==> src/spw_tx_pkg.sv <==
//----------------------------------------
// Shared types and constants of the SpaceWire transmitter.
// Referenced by scoped names from every RTL file.
//----------------------------------------

package spw_tx_pkg;

	//----------------------------------------
	// Character kinds
	//----------------------------------------

	typedef enum logic [2:0]
	{
		kind_null = 3'd0,
		kind_fct  = 3'd1,
		kind_data = 3'd2,
		kind_eop  = 3'd3,
		kind_eep  = 3'd4
	} char_kind_e;

	// Data byte is only meaningful for kind_data
	typedef struct packed
	{
		char_kind_e  kind;
		logic [7:0]  data;
	} tx_char_t;

	//----------------------------------------
	// Control codes sent bit 1 first
	//----------------------------------------

	localparam logic [1:0] code_fct = 2'b00;
	localparam logic [1:0] code_eop = 2'b01;
	localparam logic [1:0] code_eep = 2'b10;
	localparam logic [1:0] code_esc = 2'b11;

	// Character lengths in bits
	localparam logic [3:0] len_null    = 4'd8;
	localparam logic [3:0] len_fct     = 4'd4;
	localparam logic [3:0] len_eop_eep = 4'd4;
	localparam logic [3:0] len_data    = 4'd10;

	//----------------------------------------
	// Flow control
	//----------------------------------------

	typedef logic [5:0] credit_t;

	localparam credit_t credit_per_fct = 6'd8;
	localparam credit_t credit_max     = 6'd56;

	// FCTs still to be sent to the far end
	typedef logic [2:0] fct_owed_t;

	localparam fct_owed_t fct_owed_init = 3'd7;
	localparam fct_owed_t fct_owed_max  = 3'd7;

endpackage

==> src/spw_tx_buffer.sv <==
//----------------------------------------
// Host side holding register for one character.
// Loaded by txwrite_tx, emptied by the scheduler's take.
//----------------------------------------

module spw_tx_buffer (
	input  logic                  pclk_tx,
	input  logic                  enable_tx,
	input  logic [8:0]            data_tx_i,
	input  logic                  txwrite_tx,
	input  logic                  char_take,
	output logic                  buf_valid,
	output spw_tx_pkg::tx_char_t  buf_char,
	output logic                  ready_tx_data
);

	spw_tx_pkg::tx_char_t wr_char;

	// Bit 8 marks an end of packet, bit 0 picks EEP over EOP
	always_comb
	begin
		wr_char.data = data_tx_i[7:0];
		if (!data_tx_i[8])
			wr_char.kind = spw_tx_pkg::kind_data;
		else if (data_tx_i[0])
			wr_char.kind = spw_tx_pkg::kind_eep;
		else
			wr_char.kind = spw_tx_pkg::kind_eop;
	end

	always_ff @(posedge pclk_tx or negedge enable_tx)
	begin
		if (!enable_tx)
		begin
			buf_valid     <= 1'b0;
			ready_tx_data <= 1'b0;
		end
		else
		begin
			ready_tx_data <= char_take;
			if (char_take)
				buf_valid <= 1'b0;
			else if (txwrite_tx)
				buf_valid <= 1'b1;
		end
	end

	// Writes into a full buffer are dropped
	always_ff @(posedge pclk_tx)
	begin
		if (txwrite_tx && !buf_valid)
			buf_char <= wr_char;
	end

	a_take_needs_valid: assert property (@(posedge pclk_tx) disable iff (!enable_tx)
		char_take |-> buf_valid);

endmodule

==> src/spw_tx_credit.sv <==
//----------------------------------------
// Transmit credit and owed FCT counters.
// Both saturate, credit starts empty, owed FCTs start full.
//----------------------------------------

module spw_tx_credit (
	input  logic                   pclk_tx,
	input  logic                   enable_tx,
	input  logic                   gotfct_tx,
	input  logic                   send_fct_now,
	input  logic                   n_sent,
	input  logic                   fct_sent,
	output spw_tx_pkg::credit_t    credit,
	output spw_tx_pkg::fct_owed_t  fct_owed
);

	logic [6:0]             credit_sum;
	logic [3:0]             owed_sum;
	spw_tx_pkg::credit_t    credit_next;
	spw_tx_pkg::fct_owed_t  owed_next;

	//----------------------------------------
	// Credit counter
	//----------------------------------------

	always_comb
	begin
		credit_sum = {1'b0, credit};
		if (gotfct_tx)
			credit_sum = credit_sum + {1'b0, spw_tx_pkg::credit_per_fct};
		if (n_sent)
			credit_sum = credit_sum - 7'd1;
		if (credit_sum > {1'b0, spw_tx_pkg::credit_max})
			credit_next = spw_tx_pkg::credit_max;
		else
			credit_next = credit_sum[5:0];
	end

	//----------------------------------------
	// FCTs owed to the far end
	//----------------------------------------

	always_comb
	begin
		owed_sum = {1'b0, fct_owed};
		if (send_fct_now)
			owed_sum = owed_sum + 4'd1;
		if (fct_sent)
			owed_sum = owed_sum - 4'd1;
		if (owed_sum > {1'b0, spw_tx_pkg::fct_owed_max})
			owed_next = spw_tx_pkg::fct_owed_max;
		else
			owed_next = owed_sum[2:0];
	end

	always_ff @(posedge pclk_tx or negedge enable_tx)
	begin
		if (!enable_tx)
		begin
			credit   <= '0;
			fct_owed <= spw_tx_pkg::fct_owed_init;
		end
		else
		begin
			credit   <= credit_next;
			fct_owed <= owed_next;
		end
	end

	// Far end never over-grants and credit never underflows
	a_credit_max: assert property (@(posedge pclk_tx) disable iff (!enable_tx)
		credit_sum <= {1'b0, spw_tx_pkg::credit_max});

	// An FCT is only chosen while one is owed
	a_owed_no_wrap: assert property (@(posedge pclk_tx) disable iff (!enable_tx)
		fct_sent |-> fct_owed != '0);

endmodule

==> src/spw_tx_scheduler.sv <==
//----------------------------------------
// Link start-up and choice of the next character.
// next_char is sampled by the encoder on next_req.
//----------------------------------------

module spw_tx_scheduler (
	input  logic                   pclk_tx,
	input  logic                   enable_tx,
	input  logic                   send_null_tx,
	input  logic                   send_fct_tx,
	input  logic                   next_req,
	input  logic                   buf_valid,
	input  spw_tx_pkg::tx_char_t   buf_char,
	input  spw_tx_pkg::credit_t    credit,
	input  spw_tx_pkg::fct_owed_t  fct_owed,
	output spw_tx_pkg::tx_char_t   next_char,
	output logic                   line_active,
	output logic                   char_take,
	output logic                   n_sent,
	output logic                   fct_sent
);

	typedef enum logic [1:0]
	{
		link_start     = 2'd0,
		link_null_only = 2'd1,
		link_run       = 2'd2
	} link_state_e;

	link_state_e link_state;
	logic        go_run;
	logic        run_sel;
	logic        pick_fct;
	logic        pick_buf;

	// Entering run takes effect at the boundary, so that choice already uses run priority
	assign go_run   = (link_state == link_null_only) && send_null_tx && send_fct_tx;
	assign run_sel  = (link_state == link_run) || go_run;
	assign pick_fct = run_sel && (fct_owed != '0);
	assign pick_buf = run_sel && !pick_fct && buf_valid && (credit != '0);

	always_comb
	begin
		next_char.kind = spw_tx_pkg::kind_null;
		next_char.data = 8'h00;
		if (pick_fct)
			next_char.kind = spw_tx_pkg::kind_fct;
		else if (pick_buf)
			next_char = buf_char;
	end

	assign line_active = (link_state != link_start);
	assign char_take   = next_req && pick_buf;
	assign fct_sent    = next_req && pick_fct;
	assign n_sent      = char_take && (buf_char.kind != spw_tx_pkg::kind_null)
		&& (buf_char.kind != spw_tx_pkg::kind_fct);

	//----------------------------------------
	// Start-up state
	//----------------------------------------

	always_ff @(posedge pclk_tx or negedge enable_tx)
	begin
		if (!enable_tx)
			link_state <= link_start;
		else
		begin
			case (link_state)
				link_start:
				begin
					if (send_null_tx)
						link_state <= link_null_only;
				end
				link_null_only:
				begin
					if (go_run && next_req)
						link_state <= link_run;
				end
				default:
				begin
					link_state <= link_run;
				end
			endcase
		end
	end

	// The encoder stays idle until the link leaves start
	a_no_req_at_start: assert property (@(posedge pclk_tx) disable iff (!enable_tx)
		next_req |-> link_state != link_start);

endmodule

==> src/spw_tx_encoder.sv <==
//----------------------------------------
// Serialiser with parity and data-strobe coding.
// One bit per clock, lines delayed by two registers.
//----------------------------------------

module spw_tx_encoder (
	input  logic                  pclk_tx,
	input  logic                  enable_tx,
	input  logic                  line_active,
	input  spw_tx_pkg::tx_char_t  next_char,
	output logic                  next_req,
	output logic                  tx_dout_e,
	output logic                  tx_sout_e
);

	logic [9:0] shreg;
	logic [3:0] bits_left;
	logic       tail_par;
	logic [9:0] load_word;
	logic [3:0] load_len;
	logic       load_tail;
	logic [1:0] ctrl_code;
	logic       cur_bit;
	logic       bit_out;
	logic       strobe;
	logic       last_dout;
	logic       last_sout;

	//----------------------------------------
	// Character build with bit 0 first
	//----------------------------------------

	// Parity is ~(tail ^ flag), so tail_par for control chars and its inverse for data
	always_comb
	begin
		ctrl_code = spw_tx_pkg::code_fct;
		if (next_char.kind == spw_tx_pkg::kind_eop)
			ctrl_code = spw_tx_pkg::code_eop;
		else if (next_char.kind == spw_tx_pkg::kind_eep)
			ctrl_code = spw_tx_pkg::code_eep;

		case (next_char.kind)
			spw_tx_pkg::kind_data:
			begin
				load_word = {next_char.data, 1'b0, ~tail_par};
				load_len  = spw_tx_pkg::len_data;
				load_tail = ^next_char.data;
			end
			spw_tx_pkg::kind_fct:
			begin
				load_word = {6'd0, ctrl_code[0], ctrl_code[1], 1'b1, tail_par};
				load_len  = spw_tx_pkg::len_fct;
				load_tail = ^ctrl_code;
			end
			spw_tx_pkg::kind_eop, spw_tx_pkg::kind_eep:
			begin
				load_word = {6'd0, ctrl_code[0], ctrl_code[1], 1'b1, tail_par};
				load_len  = spw_tx_pkg::len_eop_eep;
				load_tail = ^ctrl_code;
			end
			default:
			begin
				// ESC then FCT with its inner parity at 0
				load_word = {2'b00, spw_tx_pkg::code_fct[0], spw_tx_pkg::code_fct[1],
					1'b1, 1'b0, spw_tx_pkg::code_esc[0], spw_tx_pkg::code_esc[1],
					1'b1, tail_par};
				load_len  = spw_tx_pkg::len_null;
				load_tail = ^spw_tx_pkg::code_fct;
			end
		endcase
	end

	// Also requests the first character while idle
	assign next_req = line_active && (bits_left <= 4'd1);
	assign bit_out  = (bits_left != 4'd0);
	assign cur_bit  = shreg[0];
	assign strobe   = (cur_bit == last_dout) ? ~last_sout : last_sout;

	always_ff @(posedge pclk_tx or negedge enable_tx)
	begin
		if (!enable_tx)
		begin
			bits_left <= 4'd0;
			tail_par  <= 1'b0;
		end
		else if (next_req)
		begin
			bits_left <= load_len;
			tail_par  <= load_tail;
		end
		else if (bit_out)
			bits_left <= bits_left - 4'd1;
	end

	always_ff @(posedge pclk_tx)
	begin
		if (next_req)
			shreg <= load_word;
		else
			shreg <= {1'b0, shreg[9:1]};
	end

	//----------------------------------------
	// Line registers
	//----------------------------------------

	always_ff @(posedge pclk_tx or negedge enable_tx)
	begin
		if (!enable_tx)
		begin
			last_dout <= 1'b0;
			last_sout <= 1'b0;
			tx_dout_e <= 1'b0;
			tx_sout_e <= 1'b0;
		end
		else
		begin
			if (bit_out)
			begin
				last_dout <= cur_bit;
				last_sout <= strobe;
			end
			tx_dout_e <= last_dout;
			tx_sout_e <= last_sout;
		end
	end

	a_ds_one_change: assert property (@(posedge pclk_tx) disable iff (!enable_tx)
		!($changed(tx_dout_e) && $changed(tx_sout_e)));

endmodule

==> src/spw_tx_top.sv <==
//----------------------------------------
// SpaceWire transmitter top level.
//----------------------------------------

module spw_tx_top (
	input  logic       pclk_tx,
	input  logic       enable_tx,
	input  logic [8:0] data_tx_i,
	input  logic       txwrite_tx,
	input  logic       send_null_tx,
	input  logic       send_fct_tx,
	input  logic       gotfct_tx,
	input  logic       send_fct_now,
	output logic       tx_dout_e,
	output logic       tx_sout_e,
	output logic       ready_tx_data
);

	logic                   buf_valid;
	spw_tx_pkg::tx_char_t   buf_char;
	spw_tx_pkg::tx_char_t   next_char;
	logic                   char_take;
	logic                   next_req;
	logic                   line_active;
	logic                   n_sent;
	logic                   fct_sent;
	spw_tx_pkg::credit_t    credit;
	spw_tx_pkg::fct_owed_t  fct_owed;

	spw_tx_buffer i_buffer (
		.pclk_tx       (pclk_tx),
		.enable_tx     (enable_tx),
		.data_tx_i     (data_tx_i),
		.txwrite_tx    (txwrite_tx),
		.char_take     (char_take),
		.buf_valid     (buf_valid),
		.buf_char      (buf_char),
		.ready_tx_data (ready_tx_data)
	);

	spw_tx_credit i_credit (
		.pclk_tx      (pclk_tx),
		.enable_tx    (enable_tx),
		.gotfct_tx    (gotfct_tx),
		.send_fct_now (send_fct_now),
		.n_sent       (n_sent),
		.fct_sent     (fct_sent),
		.credit       (credit),
		.fct_owed     (fct_owed)
	);

	spw_tx_scheduler i_scheduler (
		.pclk_tx      (pclk_tx),
		.enable_tx    (enable_tx),
		.send_null_tx (send_null_tx),
		.send_fct_tx  (send_fct_tx),
		.next_req     (next_req),
		.buf_valid    (buf_valid),
		.buf_char     (buf_char),
		.credit       (credit),
		.fct_owed     (fct_owed),
		.next_char    (next_char),
		.line_active  (line_active),
		.char_take    (char_take),
		.n_sent       (n_sent),
		.fct_sent     (fct_sent)
	);

	spw_tx_encoder i_encoder (
		.pclk_tx     (pclk_tx),
		.enable_tx   (enable_tx),
		.line_active (line_active),
		.next_char   (next_char),
		.next_req    (next_req),
		.tx_dout_e   (tx_dout_e),
		.tx_sout_e   (tx_sout_e)
	);

endmodule

==> config.mk <==
export PLATFORM = sky130hd
export DESIGN_NAME = spw_tx_top
export DESIGN_NICKNAME = d
export VERILOG_FILES = /design/src/spw_tx_pkg.sv /design/src/spw_tx_buffer.sv /design/src/spw_tx_credit.sv /design/src/spw_tx_scheduler.sv /design/src/spw_tx_encoder.sv /design/src/spw_tx_top.sv
export SDC_FILE = /design/constraint.sdc
export NUM_CORES = 1
export LEC_CHECK = 0
export CAP_MARGIN = 10
export CORE_UTILIZATION = 41
export DETAILED_ROUTE_END_ITERATION = 10
export DONT_BUFFER_PORTS = 1
export PLACE_DENSITY = 0.55
export SLEW_MARGIN = 20
export SYNTH_ARGS = -nofsm -noshare
export SYNTH_HDL_FRONTEND = slang
export SYNTH_SLANG_ARGS = --single-unit
==> constraint.sdc <==
create_clock -name pclk_tx -period 2.6 [get_ports pclk_tx]
set_input_delay 0.26 -clock pclk_tx [delete_from_list [all_inputs] [get_ports pclk_tx]]
set_output_delay 0.26 -clock pclk_tx [all_outputs]
set_load 0.01 [all_outputs]
==> impl_summary.txt <==
----------------------------------------------------
[Routing]
  Average wire per cell in the routed design ... 12.86 µm
  Number of DRC violations after detailed-routing iteration 0 ... 52
  DR DRC count ... 0
  Number of iterations in the first detailed-routing pass ... 4
  Vias ... 1,579
  Wire length after detailed routing ... 4.001 mm
  Antenna viol nets, final ... 0
  Average vias per placed instance ... 5.077

[Synth]
  Fraction of the yosys area taken by sequential cells ... 46.51%
  Dominant synthesized flop cell ... dfrtp_1
  Synthesized netlist net count ... 256
  Number of synthesized flops with an enable pin ... 11
  Cell types with the largest area share after synthesis ... dfrtp_1 (20%), edfxtp_1 (14%), dfxtp_1 (8.6%)
  Cell type with the largest total area after synthesis ... dfrtp_1
  Yosys cell types ... 56
  Share of flip-flops with an asynchronous set or reset ... 51.16%
  Average size of a mapped cell ... 10.05 µm²
  Cell area after technology mapping ... 2332 µm²
  Fraction of post-synthesis cell area in the top cell type by area ... 20.39%
  Post-synthesis cell count ... 232
  Flip-flop and latch count after synthesis ... 43
  Number of warnings issued by yosys ... 0

[Critical path]
  Startpoint type of the worst setup path ... flop
  Worst setup path class ... flop to flop
  Depth of the worst register-to-register path ... 8
  Sort of element at the end of the critical path ... flop
  Largest driver fanout on the critical path ... 5
  Arrival time at the worst endpoint ... 2390 ps
  Crit path required time ... 2780 ps

[GRT]
  Overflow left after global routing ... 0
  Met3 usage in global routing ... 3.765%
  Maximum number of pins on one net before global-route repair ... 23
  All-layer global routing usage ... 15.32%
  Global-route wire length before repair ... 7.210 mm
  Number of global-route vias before repair ... 1,567
  Routing usage on met2 ... 23.27%
  Number of antenna violations at the first check in global routing ... 0
  Grt met1 use ... 20.72%
  GR peak layer ... met2

[CTS]
  Clock tree from TritonCTS ... built
  Clk root buf ... clkbuf_8
  Clock transition at path regs ... 80 ps
  Clock latency on the worst-skew pair ... 300 ps
  Number of clock sinks seen by CTS ... 43
  Maximum clock path buffer count ... 2
  Number of clock buffers inserted by TritonCTS ... 5
  PostCTS Resize Cnt ... 0
  H-tree depth reported by CTS ... 2

[Power]
  Power per standard cell area ... 1063 nW/µm²
  Worst ir drop on vdd ... 0.0003035 V
  Total power draw ... 2.669 mW
  Leakage ... 0.9925 nW

[Final layout]
  Net count reported at finish ... 262
  Relative area change from synthesis to final layout ... 7.672%
  Total of fill cells in the finished design ... 535
  Share of final-layout standard cells stronger than drive strength 1 ... 13.39%
  Antenna diode count ... 0

[Worst hold path]
  Cell count of the worst hold path ... 0
  Hold Crit Class ... input port to flop

[Die]
  Horiz. Die Dim ... 77.42 µm
  Initial cell density of the core ... 42.35%
  Core Region ... 5507 µm²
  Number of rows created at floorplan ... 27
  Boundary pin count ... 19
  Area of the die ... 5994 µm²
  Chip Height ... 77.42 µm

[Timing]
  Final clock skew ... 10.01 ps
  Upper clock frequency limit ... 453.8 MHz
  Unrepaired setup endpoints after global routing ... no
  Number of max-slew violations in the final report ... 0
  Min cycle time layout ... 2204 ps
  Count of final hold-check violations ... 0
  Final WS setup ... 396.4 ps
  Worst relative slew slack ... 42.63%
  # setup viols final ... 0
  Slew at the pin closest to its max-slew limit ... 858.8 ps
  Final worst-path cycle share ... 84.75%
  Sum Neg Setup Slack ... 0 ps

[Placed design]
  Routability congestion estimate ... 0.8068
  Dpl hpwl ... 2.953 mm
  Buffers added on ports ... 0
  Post-placement setup slack ... 389.2 ps

[Job]
  Number of maximum-capacitance violations ... 0

[Outcome]
  Run status ... finished clean

----------------------------------------------------
## final cells by class
class | count | area (µm²) | area share, %
Clock inverter | 3 | 20.02 | 0.7972
Timing Repair Buffer | 6 | 45.04 | 1.794
Inverter | 12 | 45.04 | 1.794
Multi-Input combinational cell | 170 | 1157 | 46.09
Sequential cell | 43 | 1085 | 43.20
Clock buffer | 5 | 68.82 | 2.740
Tap cell | 72 | 90.09 | 3.587
## worst paths after layout
kind                                        startpoint                   end  slack (ps)
worst max-delay path            i_encoder.bits_left[0]    i_credit.credit[1]         400
min in group asynchronous                    enable_tx    i_credit.credit[4]         470
worst min register to register     i_encoder.last_sout   i_encoder.tx_sout_e         400
max in group asynchronous                    enable_tx  i_credit.fct_owed[0]        1750
worst max register to register  i_encoder.bits_left[0]    i_credit.credit[1]         400
worst min-delay path                      data_tx_i[1]  i_buffer.buf_char[1]          60
## flip-flops by register name, summed over array words and instances, names as in the netlist
name,flops
i_credit.credit,6
i_encoder.last_sout,1
i_encoder.tx_sout_e,1
i_scheduler.link_state,2
i_encoder.tail_par,1
i_buffer.buf_valid,1
i_encoder.tx_dout_e,1
i_encoder.last_dout,1
i_encoder.bits_left,4
i_encoder.shreg,10
i_credit.fct_owed,3
i_buffer.ready_tx_data,1
i_buffer.buf_char,11
## synth_stat cells, drive strengths merged (3+ instances only)
| cell type | n |
|---|---|
| a21oi | 4 |
| buf | 4 |
| clkbuf | 3 |
| dfrtp | 19 |
| dfstp | 3 |
| dfxtp | 10 |
| edfxtp | 11 |
| ha | 8 |
| inv | 12 |
| nand2 | 34 |
| nand2b | 5 |
| nand3 | 11 |
| nand4 | 6 |
| nor2 | 24 |
| nor3 | 7 |
| nor3b | 3 |
| nor4 | 3 |
| o21ai | 8 |
| xnor2 | 19 |
| xor2 | 7 |
## critical path, cell delays in order, from the launching register on
cell	delay, ps
dfrtp_1	400
inv_1	110
ha_1	190
nor2_1	90
nor4_4	300
nand4_1	240
nor3_2	220
xnor2_1	160
a2111oi_2	370
## kinds of logic (layout without fill, tap and decap cells)
logic type / after synthesis / after routing / synth area share [%]
DFF: 43 / 43 / 46.51
AOI/OAI and AO/OA: 29 / 29 / 9.710
and+or+nand+nor: 103 / 103 / 24.03
adders and majority gates: 8 / 8 / 4.292
buffers and inverters: 19 / 26 / 3.862
xor gates and xnor gates: 26 / 26 / 9.764
muxes: 4 / 4 / 1.824
## per-layer routing
metal / vias up / wire [µm]
li1: 814 / -
met5: - / 0
met3: 5 / 128
met4: 0 / 53
met1: 736 / 2071
met2: 24 / 1747
## metrics by stage
stage               instances  hold WS, ps  utilization, %  area [µm²]
global route              311        37.15           45.60        2511
detailed placement        301       -35.19           43.72        2407
CTS                       310        44.08           45.51        2506
finish                    311        55.87           45.60        2511
floorplan                 232       -35.59               -        2332
global placement          301       -35.10           43.72        2407
## where the power goes
part	internal [mW]	total [mW]	switching, mW
combinational	0.532	1.18	0.646
clock	0.187	0.422	0.235
sequential	0.882	1.07	0.187
## timing repair
| item | CTS | global route |
|---|---|---|
| hold endpoints to repair | 22 | 19 |
| buffers inserted | 0 | 0 |
| hold buffers | 1 | 1 |
## cells in the final DEF, fill, tap and decap left out, types with 3 or more instances in the layout
cell type,instances
nand2_1,34
nor2_1,23
xnor2_1,19
dfrtp_1,19
inv_1,12
edfxtp_1,11
nand3_1,10
dfxtp_1,10
ha_1,8
xor2_1,7
nand4_1,6
nor3_1,5
o21ai_0,5
clkbuf_8,5
a21oi_1,4
nand2b_1,4
buf_4,4
dfstp_2,3
No activity file was read; power rests on OpenSTA's default activity.
